--- src/hw/proc_pkg.sv ---
/*
  Processor package: opcodes, field widths, instruction views and
  memory request type codes for the five-stage pipeline
*/
`default_nettype none

package proc_pkg;

  localparam int xlen       = 32;
  localparam int reg_addr_w = 5;

  // Opcode field values
  localparam logic [5:0] op_special = 6'b000000;
  localparam logic [5:0] op_addiu   = 6'b001001;
  localparam logic [5:0] op_lw      = 6'b100011;
  localparam logic [5:0] op_sw      = 6'b101011;
  localparam logic [5:0] op_bne     = 6'b000101;
  localparam logic [5:0] op_cop0    = 6'b010000;

  localparam logic [5:0] funct_addu = 6'b100001;

  // Direction of a cop0 move, taken from the rs field
  localparam logic [4:0] cop0_mfc0 = 5'b00000;
  localparam logic [4:0] cop0_mtc0 = 5'b00100;

  localparam logic mem_read  = 1'b0;
  localparam logic mem_write = 1'b1;

  localparam logic [xlen-1:0] pc_reset = 32'h0000_0000;

  localparam int fetch_queue_depth = 2;

  // --------------------------------
  // Instruction formats
  // --------------------------------

  typedef struct packed {
    logic [5:0] op;
    logic [4:0] rs;
    logic [4:0] rt;
    logic [4:0] rd;
    logic [4:0] shamt;
    logic [5:0] funct;
  } inst_r_t;

  typedef struct packed {
    logic [5:0]  op;
    logic [4:0]  rs;
    logic [4:0]  rt;
    logic [15:0] imm;
  } inst_i_t;

  typedef union packed {
    inst_r_t r;
    inst_i_t i;
  } inst_t;

endpackage

`default_nettype wire

--- src/hw/proc_fetch_queue.sv ---
/*
  Two-entry bypass FIFO for fetch addresses
*/
`timescale 1ns/1ps
`default_nettype none

module proc_fetch_queue
(
  input  logic                      clk,
  input  logic                      rst_n,
  input  logic [proc_pkg::xlen-1:0] enq_addr,
  input  logic                      enq_val,
  output logic                      enq_rdy,
  output logic [proc_pkg::xlen-1:0] deq_addr,
  output logic                      deq_val,
  input  logic                      deq_rdy
);

  localparam int ptr_w = $clog2(proc_pkg::fetch_queue_depth);

  logic [proc_pkg::xlen-1:0] entries [0:proc_pkg::fetch_queue_depth-1];
  logic [ptr_w-1:0] wr_ptr, rd_ptr;
  logic [ptr_w:0]   count;
  logic             empty, bypass, push, pop;

  assign empty    = count == '0;
  assign enq_rdy  = count != proc_pkg::fetch_queue_depth;
  assign deq_val  = !empty || enq_val;
  assign deq_addr = empty ? enq_addr : entries[rd_ptr];
  // Straight through when nothing is stored
  assign bypass   = empty && enq_val && deq_rdy;
  assign push     = enq_val && enq_rdy && !bypass;
  assign pop      = !empty && deq_rdy;

  always_ff @(posedge clk)
  begin
    if (!rst_n)
    begin
      wr_ptr <= '0;
      rd_ptr <= '0;
      count  <= '0;
    end
    else
    begin
      if (push)
        wr_ptr <= wr_ptr + 1'b1;
      if (pop)
        rd_ptr <= rd_ptr + 1'b1;
      count <= count + push - pop;
    end
  end

  always_ff @(posedge clk)
  begin
    if (push)
      entries[wr_ptr] <= enq_addr;
  end

  // A push never lands on the oldest stored entry
  a_no_overflow: assert property (@(posedge clk) disable iff (!rst_n)
    push |-> count == '0 || wr_ptr != rd_ptr);

endmodule

`default_nettype wire

--- src/hw/proc_drop_unit.sv ---
/*
  Drops instruction responses that belong to squashed fetches
*/
`timescale 1ns/1ps
`default_nettype none

module proc_drop_unit
(
  input  logic clk,
  input  logic rst_n,
  input  logic squash,
  input  logic in_val,
  output logic in_rdy,
  output logic out_val,
  input  logic out_rdy,
  input  logic req_fire,
  input  logic resp_fire
);

  logic [3:0] outstanding, drop_cnt, outstanding_next;
  logic       drop;

  assign outstanding_next = outstanding + req_fire - resp_fire;
  assign drop    = drop_cnt != '0;
  assign out_val = in_val && !drop;
  assign in_rdy  = drop || out_rdy;

  // Everything in flight at a squash is wrong-path
  always_ff @(posedge clk)
  begin
    if (!rst_n)
    begin
      outstanding <= '0;
      drop_cnt    <= '0;
    end
    else
    begin
      outstanding <= outstanding_next;
      if (squash)
        drop_cnt <= outstanding_next;
      else if (drop && resp_fire)
        drop_cnt <= drop_cnt - 1'b1;
    end
  end

endmodule

`default_nettype wire

--- src/hw/proc_ctrl.sv ---
/*
  Pipeline control: stage valids, decode, scoreboard stalls,
  branch squash and port handshakes
*/
`timescale 1ns/1ps
`default_nettype none

module proc_ctrl
(
  input  logic            clk,
  input  logic            rst_n,
  output logic            fetch_val,
  input  logic            fetch_rdy,
  input  logic            imemresp_val,
  output logic            imemresp_rdy,
  output logic            squash,
  output logic            dmemreq_val,
  input  logic            dmemreq_rdy,
  output logic            dmemreq_type,
  input  logic            dmemresp_val,
  output logic            dmemresp_rdy,
  input  logic            from_mngr_val,
  output logic            from_mngr_rdy,
  output logic            to_mngr_val,
  input  logic            to_mngr_rdy,
  output logic            pc_redirect,
  output logic            reg_en_f,
  output logic            reg_en_d,
  output logic            reg_en_x,
  output logic            reg_en_m,
  output logic            reg_en_w,
  output logic            op1_sel_d,
  output logic            wb_sel_m,
  output logic            mngr_sel_d,
  output logic [proc_pkg::reg_addr_w-1:0] rf_waddr_w,
  output logic            rf_wen_w,
  input  proc_pkg::inst_t inst_d,
  input  logic            br_ne_x
);

  logic go;
  logic val_d, val_x, val_m, val_w, sent_m;
  logic bne_x, mem_x, st_x, mtc0_x, wen_x;
  logic mem_m, st_m, mtc0_m, wen_m;
  logic mtc0_w, wen_w;
  logic [proc_pkg::reg_addr_w-1:0] waddr_x, waddr_m;

  // --------------------------------
  // Decode
  // --------------------------------

  logic is_addu, is_addiu, is_lw, is_sw, is_bne, is_mfc0, is_mtc0;
  logic rs_used, rt_used, wen_d;
  logic [proc_pkg::reg_addr_w-1:0] waddr_d;

  assign is_addu  = inst_d.r.op == proc_pkg::op_special && inst_d.r.funct == proc_pkg::funct_addu;
  assign is_addiu = inst_d.i.op == proc_pkg::op_addiu;
  assign is_lw    = inst_d.i.op == proc_pkg::op_lw;
  assign is_sw    = inst_d.i.op == proc_pkg::op_sw;
  assign is_bne   = inst_d.i.op == proc_pkg::op_bne;
  assign is_mfc0  = inst_d.r.op == proc_pkg::op_cop0 && inst_d.r.rs == proc_pkg::cop0_mfc0;
  assign is_mtc0  = inst_d.r.op == proc_pkg::op_cop0 && inst_d.r.rs == proc_pkg::cop0_mtc0;

  assign rs_used    = is_addu || is_addiu || is_lw || is_sw || is_bne;
  assign rt_used    = is_addu || is_sw || is_bne || is_mtc0;
  assign wen_d      = is_addu || is_addiu || is_lw || is_mfc0;
  // R-type writes rd, I-type and mfc0 write rt
  assign waddr_d    = is_addu ? inst_d.r.rd : inst_d.i.rt;
  assign op1_sel_d  = is_addiu || is_lw || is_sw;
  assign mngr_sel_d = is_mfc0;

  // Scoreboard lookup against writes still in flight
  function automatic logic pending(input logic [proc_pkg::reg_addr_w-1:0] addr);
    pending = (addr != '0) &&
              ((val_x && wen_x && waddr_x == addr) ||
               (val_m && wen_m && waddr_m == addr) ||
               (val_w && wen_w && rf_waddr_w == addr));
  endfunction

  // --------------------------------
  // Stage handshakes
  // --------------------------------

  logic hazard_d, rdy_w_in, m_moves, rdy_m_in, x_moves, rdy_x_in, d_moves;

  assign hazard_d = (rs_used && pending(inst_d.r.rs)) || (rt_used && pending(inst_d.r.rt));

  assign rdy_w_in = !val_w || !mtc0_w || to_mngr_rdy;
  assign m_moves  = val_m && (!mem_m || (sent_m && dmemresp_val)) && rdy_w_in;
  assign rdy_m_in = !val_m || m_moves;
  assign x_moves  = val_x && rdy_m_in;
  assign rdy_x_in = !val_x || rdy_m_in;
  assign squash   = x_moves && bne_x && br_ne_x;
  assign d_moves  = val_d && !hazard_d && (!is_mfc0 || from_mngr_val) && rdy_x_in && !squash;

  assign fetch_val     = go;
  assign imemresp_rdy  = !val_d || d_moves;
  assign from_mngr_rdy = val_d && is_mfc0 && !hazard_d && rdy_x_in && !squash;
  assign dmemreq_val   = val_m && mem_m && !sent_m;
  assign dmemreq_type  = st_m ? proc_pkg::mem_write : proc_pkg::mem_read;
  assign dmemresp_rdy  = val_m && mem_m && sent_m && rdy_w_in;
  assign to_mngr_val   = val_w && mtc0_w;

  assign pc_redirect = squash;
  assign reg_en_f    = (fetch_val && fetch_rdy) || squash;
  assign reg_en_d    = imemresp_val && imemresp_rdy;
  assign reg_en_x    = d_moves;
  assign reg_en_m    = x_moves;
  assign reg_en_w    = m_moves;
  assign wb_sel_m    = mem_m && !st_m;
  assign rf_wen_w    = val_w && wen_w && rdy_w_in;

  always_ff @(posedge clk)
  begin
    if (!rst_n)
    begin
      go     <= 1'b0;
      val_d  <= 1'b0;
      val_x  <= 1'b0;
      val_m  <= 1'b0;
      val_w  <= 1'b0;
      sent_m <= 1'b0;
    end
    else
    begin
      go <= 1'b1;
      if (squash)
        val_d <= 1'b0;
      else if (reg_en_d)
        val_d <= 1'b1;
      else if (d_moves)
        val_d <= 1'b0;
      val_x <= d_moves || (val_x && !x_moves);
      val_m <= x_moves || (val_m && !m_moves);
      val_w <= m_moves || (val_w && !rdy_w_in);
      if (m_moves)
        sent_m <= 1'b0;
      else if (dmemreq_val && dmemreq_rdy)
        sent_m <= 1'b1;
    end
  end

  // Control words follow the valid bits down the pipe
  always_ff @(posedge clk)
  begin
    if (reg_en_x)
    begin
      bne_x   <= is_bne;
      mem_x   <= is_lw || is_sw;
      st_x    <= is_sw;
      mtc0_x  <= is_mtc0;
      wen_x   <= wen_d;
      waddr_x <= waddr_d;
    end
    if (reg_en_m)
    begin
      mem_m   <= mem_x;
      st_m    <= st_x;
      mtc0_m  <= mtc0_x;
      wen_m   <= wen_x;
      waddr_m <= waddr_x;
    end
    if (reg_en_w)
    begin
      mtc0_w     <= mtc0_m;
      wen_w      <= wen_m;
      rf_waddr_w <= waddr_m;
    end
  end

  a_to_mngr_hold: assert property (@(posedge clk) disable iff (!rst_n)
    to_mngr_val && !to_mngr_rdy |=> to_mngr_val);

  // No wrong-path instruction is left in D or X after a squash
  a_squash_clears: assert property (@(posedge clk) disable iff (!rst_n)
    squash |=> !val_d && !val_x);

endmodule

`default_nettype wire

--- src/hw/proc_dpath.sv ---
/*
  Datapath: PC, pipeline registers, register file, adder,
  branch compare and memory address and data paths
*/
`timescale 1ns/1ps
`default_nettype none

module proc_dpath
(
  input  logic                      clk,
  input  logic                      rst_n,
  output logic [proc_pkg::xlen-1:0] fetch_addr,
  input  logic [proc_pkg::xlen-1:0] imemresp_data,
  output logic [proc_pkg::xlen-1:0] dmemreq_addr,
  output logic [proc_pkg::xlen-1:0] dmemreq_data,
  input  logic [proc_pkg::xlen-1:0] dmemresp_data,
  input  logic [proc_pkg::xlen-1:0] from_mngr_data,
  output logic [proc_pkg::xlen-1:0] to_mngr_data,
  input  logic                      pc_redirect,
  input  logic                      reg_en_f,
  input  logic                      reg_en_d,
  input  logic                      reg_en_x,
  input  logic                      reg_en_m,
  input  logic                      reg_en_w,
  input  logic                      op1_sel_d,
  input  logic                      wb_sel_m,
  input  logic                      mngr_sel_d,
  input  logic [proc_pkg::reg_addr_w-1:0] rf_waddr_w,
  input  logic                      rf_wen_w,
  output proc_pkg::inst_t           inst_d,
  output logic                      br_ne_x
);

  logic [proc_pkg::xlen-1:0] pc_f, pc_resp, pc_d;
  logic [proc_pkg::xlen-1:0] rf [0:2**proc_pkg::reg_addr_w-1];
  logic [proc_pkg::xlen-1:0] rs_data, rt_data, imm_ext, op_a_d, op_b_d, br_target_d;
  logic [proc_pkg::xlen-1:0] op_a_x, op_b_x, sd_x, br_target_x, sum_x;
  logic [proc_pkg::xlen-1:0] result_m, sd_m, result_w, sd_w;

  // --------------------------------
  // Fetch
  // --------------------------------

  // pc_resp tracks the address of the next response that is kept
  always_ff @(posedge clk)
  begin
    if (!rst_n)
    begin
      pc_f    <= proc_pkg::pc_reset;
      pc_resp <= proc_pkg::pc_reset;
    end
    else
    begin
      if (pc_redirect)
        pc_f <= br_target_x;
      else if (reg_en_f)
        pc_f <= pc_f + 32'd4;
      if (pc_redirect)
        pc_resp <= br_target_x;
      else if (reg_en_d)
        pc_resp <= pc_resp + 32'd4;
    end
  end

  assign fetch_addr = pc_f;

  always_ff @(posedge clk)
  begin
    if (reg_en_d)
    begin
      inst_d <= imemresp_data;
      pc_d   <= pc_resp;
    end
  end

  // --------------------------------
  // Decode and register read
  // --------------------------------

  assign rs_data = (inst_d.r.rs == '0) ? '0 : rf[inst_d.r.rs];
  assign rt_data = (inst_d.r.rt == '0) ? '0 : rf[inst_d.r.rt];
  assign imm_ext = {{16{inst_d.i.imm[15]}}, inst_d.i.imm};

  // mfc0 passes the manager word through the adder with a zero operand
  assign op_a_d      = mngr_sel_d ? from_mngr_data : rs_data;
  assign op_b_d      = mngr_sel_d ? '0 : (op1_sel_d ? imm_ext : rt_data);
  assign br_target_d = pc_d + 32'd4 + (imm_ext << 2);

  always_ff @(posedge clk)
  begin
    if (reg_en_x)
    begin
      op_a_x      <= op_a_d;
      op_b_x      <= op_b_d;
      sd_x        <= rt_data;
      br_target_x <= br_target_d;
    end
  end

  // Execute
  assign sum_x   = op_a_x + op_b_x;
  assign br_ne_x = op_a_x != op_b_x;

  always_ff @(posedge clk)
  begin
    if (reg_en_m)
    begin
      result_m <= sum_x;
      sd_m     <= sd_x;
    end
    if (reg_en_w)
    begin
      result_w <= wb_sel_m ? dmemresp_data : result_m;
      sd_w     <= sd_m;
    end
  end

  assign dmemreq_addr = result_m;
  assign dmemreq_data = sd_m;
  assign to_mngr_data = sd_w;

  // Register file write in W, r0 never written
  always_ff @(posedge clk)
  begin
    if (rf_wen_w && rf_waddr_w != '0)
      rf[rf_waddr_w] <= result_w;
  end

endmodule

`default_nettype wire

--- src/hw/pipelined_proc.sv ---
/*
  Five-stage pipelined processor top: control, datapath,
  fetch request queue and fetch response drop unit
*/
`timescale 1ns/1ps
`default_nettype none

module pipelined_proc
(
  input  logic                      clk,
  input  logic                      rst_n,

  output logic [proc_pkg::xlen-1:0] imemreq_addr,
  output logic                      imemreq_val,
  input  logic                      imemreq_rdy,

  input  logic [proc_pkg::xlen-1:0] imemresp_data,
  input  logic                      imemresp_val,
  output logic                      imemresp_rdy,

  output logic                      dmemreq_type,
  output logic [proc_pkg::xlen-1:0] dmemreq_addr,
  output logic [proc_pkg::xlen-1:0] dmemreq_data,
  output logic                      dmemreq_val,
  input  logic                      dmemreq_rdy,

  input  logic [proc_pkg::xlen-1:0] dmemresp_data,
  input  logic                      dmemresp_val,
  output logic                      dmemresp_rdy,

  input  logic [proc_pkg::xlen-1:0] from_mngr_data,
  input  logic                      from_mngr_val,
  output logic                      from_mngr_rdy,

  output logic [proc_pkg::xlen-1:0] to_mngr_data,
  output logic                      to_mngr_val,
  input  logic                      to_mngr_rdy
);

  // Fetch side
  logic [proc_pkg::xlen-1:0] fetch_addr;
  logic                      fetch_val;
  logic                      fetch_rdy;
  logic                      squash;
  logic                      imemresp_val_f;
  logic                      imemresp_rdy_f;

  // Control to datapath
  logic pc_redirect;
  logic reg_en_f, reg_en_d, reg_en_x, reg_en_m, reg_en_w;
  logic op1_sel_d, wb_sel_m, mngr_sel_d;
  logic [proc_pkg::reg_addr_w-1:0] rf_waddr_w;
  logic rf_wen_w;

  // Datapath status
  proc_pkg::inst_t inst_d;
  logic            br_ne_x;

  proc_ctrl i_proc_ctrl
  (
    .clk            (clk),
    .rst_n          (rst_n),
    .fetch_val      (fetch_val),
    .fetch_rdy      (fetch_rdy),
    .imemresp_val   (imemresp_val_f),
    .imemresp_rdy   (imemresp_rdy_f),
    .squash         (squash),
    .dmemreq_val    (dmemreq_val),
    .dmemreq_rdy    (dmemreq_rdy),
    .dmemreq_type   (dmemreq_type),
    .dmemresp_val   (dmemresp_val),
    .dmemresp_rdy   (dmemresp_rdy),
    .from_mngr_val  (from_mngr_val),
    .from_mngr_rdy  (from_mngr_rdy),
    .to_mngr_val    (to_mngr_val),
    .to_mngr_rdy    (to_mngr_rdy),
    .pc_redirect    (pc_redirect),
    .reg_en_f       (reg_en_f),
    .reg_en_d       (reg_en_d),
    .reg_en_x       (reg_en_x),
    .reg_en_m       (reg_en_m),
    .reg_en_w       (reg_en_w),
    .op1_sel_d      (op1_sel_d),
    .wb_sel_m       (wb_sel_m),
    .mngr_sel_d     (mngr_sel_d),
    .rf_waddr_w     (rf_waddr_w),
    .rf_wen_w       (rf_wen_w),
    .inst_d         (inst_d),
    .br_ne_x        (br_ne_x)
  );

  proc_dpath i_proc_dpath
  (
    .clk            (clk),
    .rst_n          (rst_n),
    .fetch_addr     (fetch_addr),
    .imemresp_data  (imemresp_data),
    .dmemreq_addr   (dmemreq_addr),
    .dmemreq_data   (dmemreq_data),
    .dmemresp_data  (dmemresp_data),
    .from_mngr_data (from_mngr_data),
    .to_mngr_data   (to_mngr_data),
    .pc_redirect    (pc_redirect),
    .reg_en_f       (reg_en_f),
    .reg_en_d       (reg_en_d),
    .reg_en_x       (reg_en_x),
    .reg_en_m       (reg_en_m),
    .reg_en_w       (reg_en_w),
    .op1_sel_d      (op1_sel_d),
    .wb_sel_m       (wb_sel_m),
    .mngr_sel_d     (mngr_sel_d),
    .rf_waddr_w     (rf_waddr_w),
    .rf_wen_w       (rf_wen_w),
    .inst_d         (inst_d),
    .br_ne_x        (br_ne_x)
  );

  proc_fetch_queue i_proc_fetch_queue
  (
    .clk      (clk),
    .rst_n    (rst_n),
    .enq_addr (fetch_addr),
    .enq_val  (fetch_val),
    .enq_rdy  (fetch_rdy),
    .deq_addr (imemreq_addr),
    .deq_val  (imemreq_val),
    .deq_rdy  (imemreq_rdy)
  );

  proc_drop_unit i_proc_drop_unit
  (
    .clk       (clk),
    .rst_n     (rst_n),
    .squash    (squash),
    .in_val    (imemresp_val),
    .in_rdy    (imemresp_rdy),
    .out_val   (imemresp_val_f),
    .out_rdy   (imemresp_rdy_f),
    .req_fire  (fetch_val && fetch_rdy),
    .resp_fire (imemresp_val && imemresp_rdy)
  );

endmodule

`default_nettype wire

--- config.mk ---
export PLATFORM = sky130hd
export DESIGN_NAME = pipelined_proc
export DESIGN_NICKNAME = d
export VERILOG_FILES = /design/src/hw/proc_pkg.sv /design/src/hw/proc_fetch_queue.sv /design/src/hw/proc_drop_unit.sv /design/src/hw/proc_ctrl.sv /design/src/hw/proc_dpath.sv /design/src/hw/pipelined_proc.sv
export SDC_FILE = /design/constraint.sdc
export NUM_CORES = 2
export LEC_CHECK = 0
export BUFFER_PORTS_ARGS = -buffer_cell sky130_fd_sc_hd__buf_2
export CORE_ASPECT_RATIO = 0.5
export CORE_UTILIZATION = 45
export CTS_BUF_LIST = sky130_fd_sc_hd__clkbuf_4 sky130_fd_sc_hd__clkbuf_8
export DETAILED_ROUTE_END_ITERATION = 7
export PLACE_DENSITY = 0.66
export SYNTH_ARGS = -nofsm -noshare
export SYNTH_HDL_FRONTEND = slang
export SYNTH_HIERARCHICAL = 1
export SYNTH_SLANG_ARGS = --single-unit
--- constraint.sdc ---
create_clock -name clk -period 10.66 [get_ports clk]
set_input_delay 1.599 -clock clk [delete_from_list [all_inputs] [get_ports clk]]
set_output_delay 1.599 -clock clk [all_outputs]
set_load 0.02 [all_outputs]
==> run_results.csv <==
group,metric,value,unit
synthesis,netlist_area,0.0699,mm^2
sta,rsz0062_at_grt,"false",
cts,cts.root.buffer_cell,"sky130_fd_sc_hd__clkbuf_8",
setup_path,cp_cell_sequence,"ha_1 -> nor4_1 -> nand4_1 -> or4_1 -> nand2_1 -> a21oi_1 -> a211o_1 -> o21ai_1 -> nand2b_1 -> buf_2",
place,finalWeightedCongestion,0.895,
sta,hold_viol_final,0,
place,pre_cts_slack,5270,ps
status,outcome,"finished, violations left",
sta,setup_tns,0,ps
drt,routed_wirelength,206000,um
place,port-buffer-count,238,
power_and_ir_drop,comb_power_share,42.0,%
setup_path,critical_path.max_fanout,6,
drt,first_iter_violations,5913,
die,pin_count,239,
synthesis,synth_top_family_by_area,"multiplexers",
cells_and_area,area.growth.synth_to_final,11.5,%
sta,worst_slew_pin_slew,1360,ps
drt,wl_per_cell,32.0,um
sta,timing.clock.skew,75.0,ps
sta,maxClockFrequency,168,MHz
die,dieHeight,281,um
drt,route.vias.total,41000,
synthesis,synthMuxAreaShare,21.9,%
cts,cts_sinks,1527,
synthesis,synth-seq-area-share,64.2,%
sta,finalWorstPathRequiredPeriod,5960,ps
setup_path,cp.required,9060,ps
power_and_ir_drop,power.total,22.6,mW
power_and_ir_drop,clkPwrFrac,20.8,%
min_path,holdCritPathClass,"reg -> reg",
global_routing,grt_start_max_net_pins,136,
die,die_area,0.157,mm^2
power_and_ir_drop,power.density_cell_area,289,mW/mm^2
cts,cts-resized-gates,0,
synthesis,syn_area_per_cell,18.2,um^2
synthesis,synthDistinctLibCells,84,
cts,cts_hold_buf,0,
sta,finalMaxSlewViolations,0,
drt,first_pass_iters,8,
global_routing,antenna_found_initial,16,
setup_path,timing.critical_path.buf_inv,1,
cts,max-clock-path-buffers,3,
status,failed_checks,"DRC",
power_and_ir_drop,intPower,14.1,mW
synthesis,yosysWarnings,6,
run,timing.max_cap.violations,0,
cts,cts.reportedPaths.clkPinSlew,80,ps
die,core_region_area,0.153,mm^2
cts,htree_levels,4,
synthesis,async_flop_share,0,%
cts,tritoncts.num_buffers,214,
cells_and_area,nets,4388,
setup_path,critPathSlowestCell,"sky130_fd_sc_hd__nor4_1",
sta,smallest_setup_slack_after_layout,4700,ps
setup_path,timing_worst_setup_path_type,"reg -> out",
cells_and_area,fillCellCount,12200,
synthesis,synth_xor_area_share,1.83,%
die,die_x,560,um
synthesis,synth_flop_cell,"sky130_fd_sc_hd__edfxtp_1",
sta,min_hold_slack,385,ps
setup_path,worst_path_largest_cell_delay,720,ps
power_and_ir_drop,p_sw_share,37.5,%
cells_and_area,fin_area,0.0780,mm^2
synthesis,syn_inst,3847,
cts,clock_insertion_delay_worst_skew,960,ps
die,rows,101,
sta,fin_crit_sh,55.9,%
drt,ant_nets,0,
power_and_ir_drop,power_frac_seq,37.2,%
global_routing,via_count_of_the_first_global_routing_pass,40300,
sta,worst_slew_margin_rel,9.36,%
setup_path,timing.critical_path.max_delay_family,"simple AND/OR/NAND/NOR gates",
cts,tritoncts,"built",
setup_path,cp.arrival,4360,ps
sta,setup-violations-final,0,
global_routing,grt-ovfl-total,0,
place,dp.final_hpwl,122000,um
synthesis,ys_ff_latch,1527,
power_and_ir_drop,switching_power,8.45,mW
global_routing,grt_pass1_wl,291000,um
die,floorplan.initialDensity,45.7,%
synthesis,compound_gate_fraction_of_synth_area,4.18,%
drt,drt-vias-per-instance,6.37,
drt,remaining_drc_errors,42,
global_routing,grt.total_usage,26.1,%
synthesis,synth-adder-area-share,1.82,%
setup_path,worstSetupEndpointType,"output pin",
synthesis,number_of_flops_mapped_to_enable_cells_by_yosys,1434,
synthesis,synth_simple_gate_area_share,4.18,%
setup_path,setup.worst_path.start_class,"flop",
place,postPlaceCellArea,0.0737,mm^2
cts,post_cts_setup_buffer_count,0,
power_and_ir_drop,leak_pwr,25.4,nW
power_and_ir_drop,power.ir.vdd_worst,205,uV
cells_and_area,layout-drive-gt1-share,33.2,%
-- per-layer routing --
metal,global-route usage [%],vias to the layer above,wire [um]
li1,-,16600,-
met1,37.2,21500,81700
met3,8.52,309,27700
met5,0,-,24
met2,38.5,2536,91500
met4,7.29,6,5080
-- stage by stage --
stage          util (%)  cells
3_5_place_dp       48.1   6028
3_3_place_gp       48.1   6028
4_1_cts            51.0   6423
5_1_grt            51.0   6424
6_report           51.0   6430
2_1_floorplan         -   3878
-- cell type report --
class	count	area (um^2)	area share, %
sequential	1527	45000	57.6
clock inverter	99	706	0.905
multi-input combinational	2079	24100	30.9
clock buffer	296	3600	4.62
timing repair buffer	320	1860	2.38
antenna	7	17.5	0.0225
inverter	42	158	0.202
tap	2060	2580	3.30
-- synth_stat cells, drive strengths merged (4+ instances only) --
library cell     n  area, um^2
buf            109         708
a21boi          10        75.1
o21a             4        30.0
a211oi           8        65.1
and4             6        52.6
inv             41         154
or2              5        31.3
nand2          192         723
and3            13        81.3
nor2           138         518
and2            18         115
o211ai          13         103
a31oi           19         119
a21o            27         203
a211o            5        43.8
mux2            99        1110
nand2b          41         257
xor2            75         657
o22ai           26         163
o21bai          13        97.6
a21oi          173         866
edfxtp        1434       43100
mux4           608       13700
mux2i           48         480
nand3           37         185
o41ai            4        42.6
nor4            19         140
o2bb2ai         16         140
o31ai           32         245
nor3b            8        65.1
clkbuf         121         462
or3              5        31.3
nor3            23         126
a21bo           16         160
o21ai           60         304
a221oi           4        35.0
or4              5        37.5
dfxtp           93        1860
xnor2           71         622
nor2b           38         238
nand4           38         244
ha              97        1210
-- power groups by stage --
stage               registers (mW)  logic (mW)  clock network, mW
floorplan                     8.12        6.70                  0
detailed placement            8.50        9.34                  0
global placement              8.49        9.26                  0
finish                        8.39        9.47               4.69
CTS                           8.39        9.36               4.77
global route                  8.47        10.0               5.01
-- state kept, by name (all words and copies together), names as in the netlist, 2 cells and up, named ones only --
name,flops
i_proc_dpath/rf,1024
i_proc_dpath/sd_x,32
i_proc_ctrl/rf_waddr_w,5
i_proc_drop_unit/drop_cnt,4
i_proc_dpath/op_b_x,32
i_proc_dpath/op_a_x,32
i_proc_dpath/br_target_x,32
i_proc_dpath/result_w,32
i_proc_drop_unit/outstanding,4
i_proc_fetch_queue/entries,64
i_proc_dpath/to_mngr_data,32
i_proc_dpath/pc_d,32
i_proc_fetch_queue/count,2
i_proc_dpath/fetch_addr,32
i_proc_dpath/dmemreq_addr,32
i_proc_dpath/dmemreq_data,32
i_proc_dpath/inst_d,32
i_proc_ctrl/waddr_m,5
i_proc_ctrl/waddr_x,5
i_proc_dpath/pc_resp,32
-- final timing paths --
check,from,endpoint,slack (ps),depth (start not counted)
max,i_proc_dpath/op_a_x[29],imemresp_rdy,4700,10
min reg2reg,i_proc_dpath/pc_d[1],i_proc_dpath/br_target_x[1],390,0
min,i_proc_dpath/pc_d[1],i_proc_dpath/br_target_x[1],390,0
max reg2reg,i_proc_dpath/op_a_x[29],i_proc_dpath/op_b_x[12],5270,10
-- logic make-up after synthesis --
logic type                 Yosys count
other                                1
adders and majority gates          100
DFF                               1527
muxes                              755
AOI/OAI and AO/OA                  452
buffers and inverters              272
xor gates and xnor gates           146
and+or+nand+nor                    594
-- placed cells by master (no fill, tap or decap), types with 22 or more instances in the layout --
cell and instances:
sky130_fd_sc_hd__a21o_1 27, sky130_fd_sc_hd__a21oi_1 172, sky130_fd_sc_hd__buf_2 238, sky130_fd_sc_hd__buf_4 78, sky130_fd_sc_hd__clkbuf_4 75, sky130_fd_sc_hd__clkbuf_8 221, sky130_fd_sc_hd__clkinv_1 54, sky130_fd_sc_hd__clkinv_2 22
sky130_fd_sc_hd__conb_1 32, sky130_fd_sc_hd__dfxtp_1 82, sky130_fd_sc_hd__edfxtp_1 1434, sky130_fd_sc_hd__ha_1 97, sky130_fd_sc_hd__inv_1 41, sky130_fd_sc_hd__mux2_2 99, sky130_fd_sc_hd__mux2i_1 48, sky130_fd_sc_hd__mux4_2 608
sky130_fd_sc_hd__nand2_1 191, sky130_fd_sc_hd__nand2b_1 40, sky130_fd_sc_hd__nand3_1 37, sky130_fd_sc_hd__nand4_1 37, sky130_fd_sc_hd__nor2_1 101, sky130_fd_sc_hd__nor2_4 35, sky130_fd_sc_hd__nor2b_1 37, sky130_fd_sc_hd__o21ai_0 57
sky130_fd_sc_hd__o22ai_1 26, sky130_fd_sc_hd__o31ai_1 31, sky130_fd_sc_hd__xnor2_1 71, sky130_fd_sc_hd__xor2_1 75
Note: power is estimated with default switching activity, not from simulation.
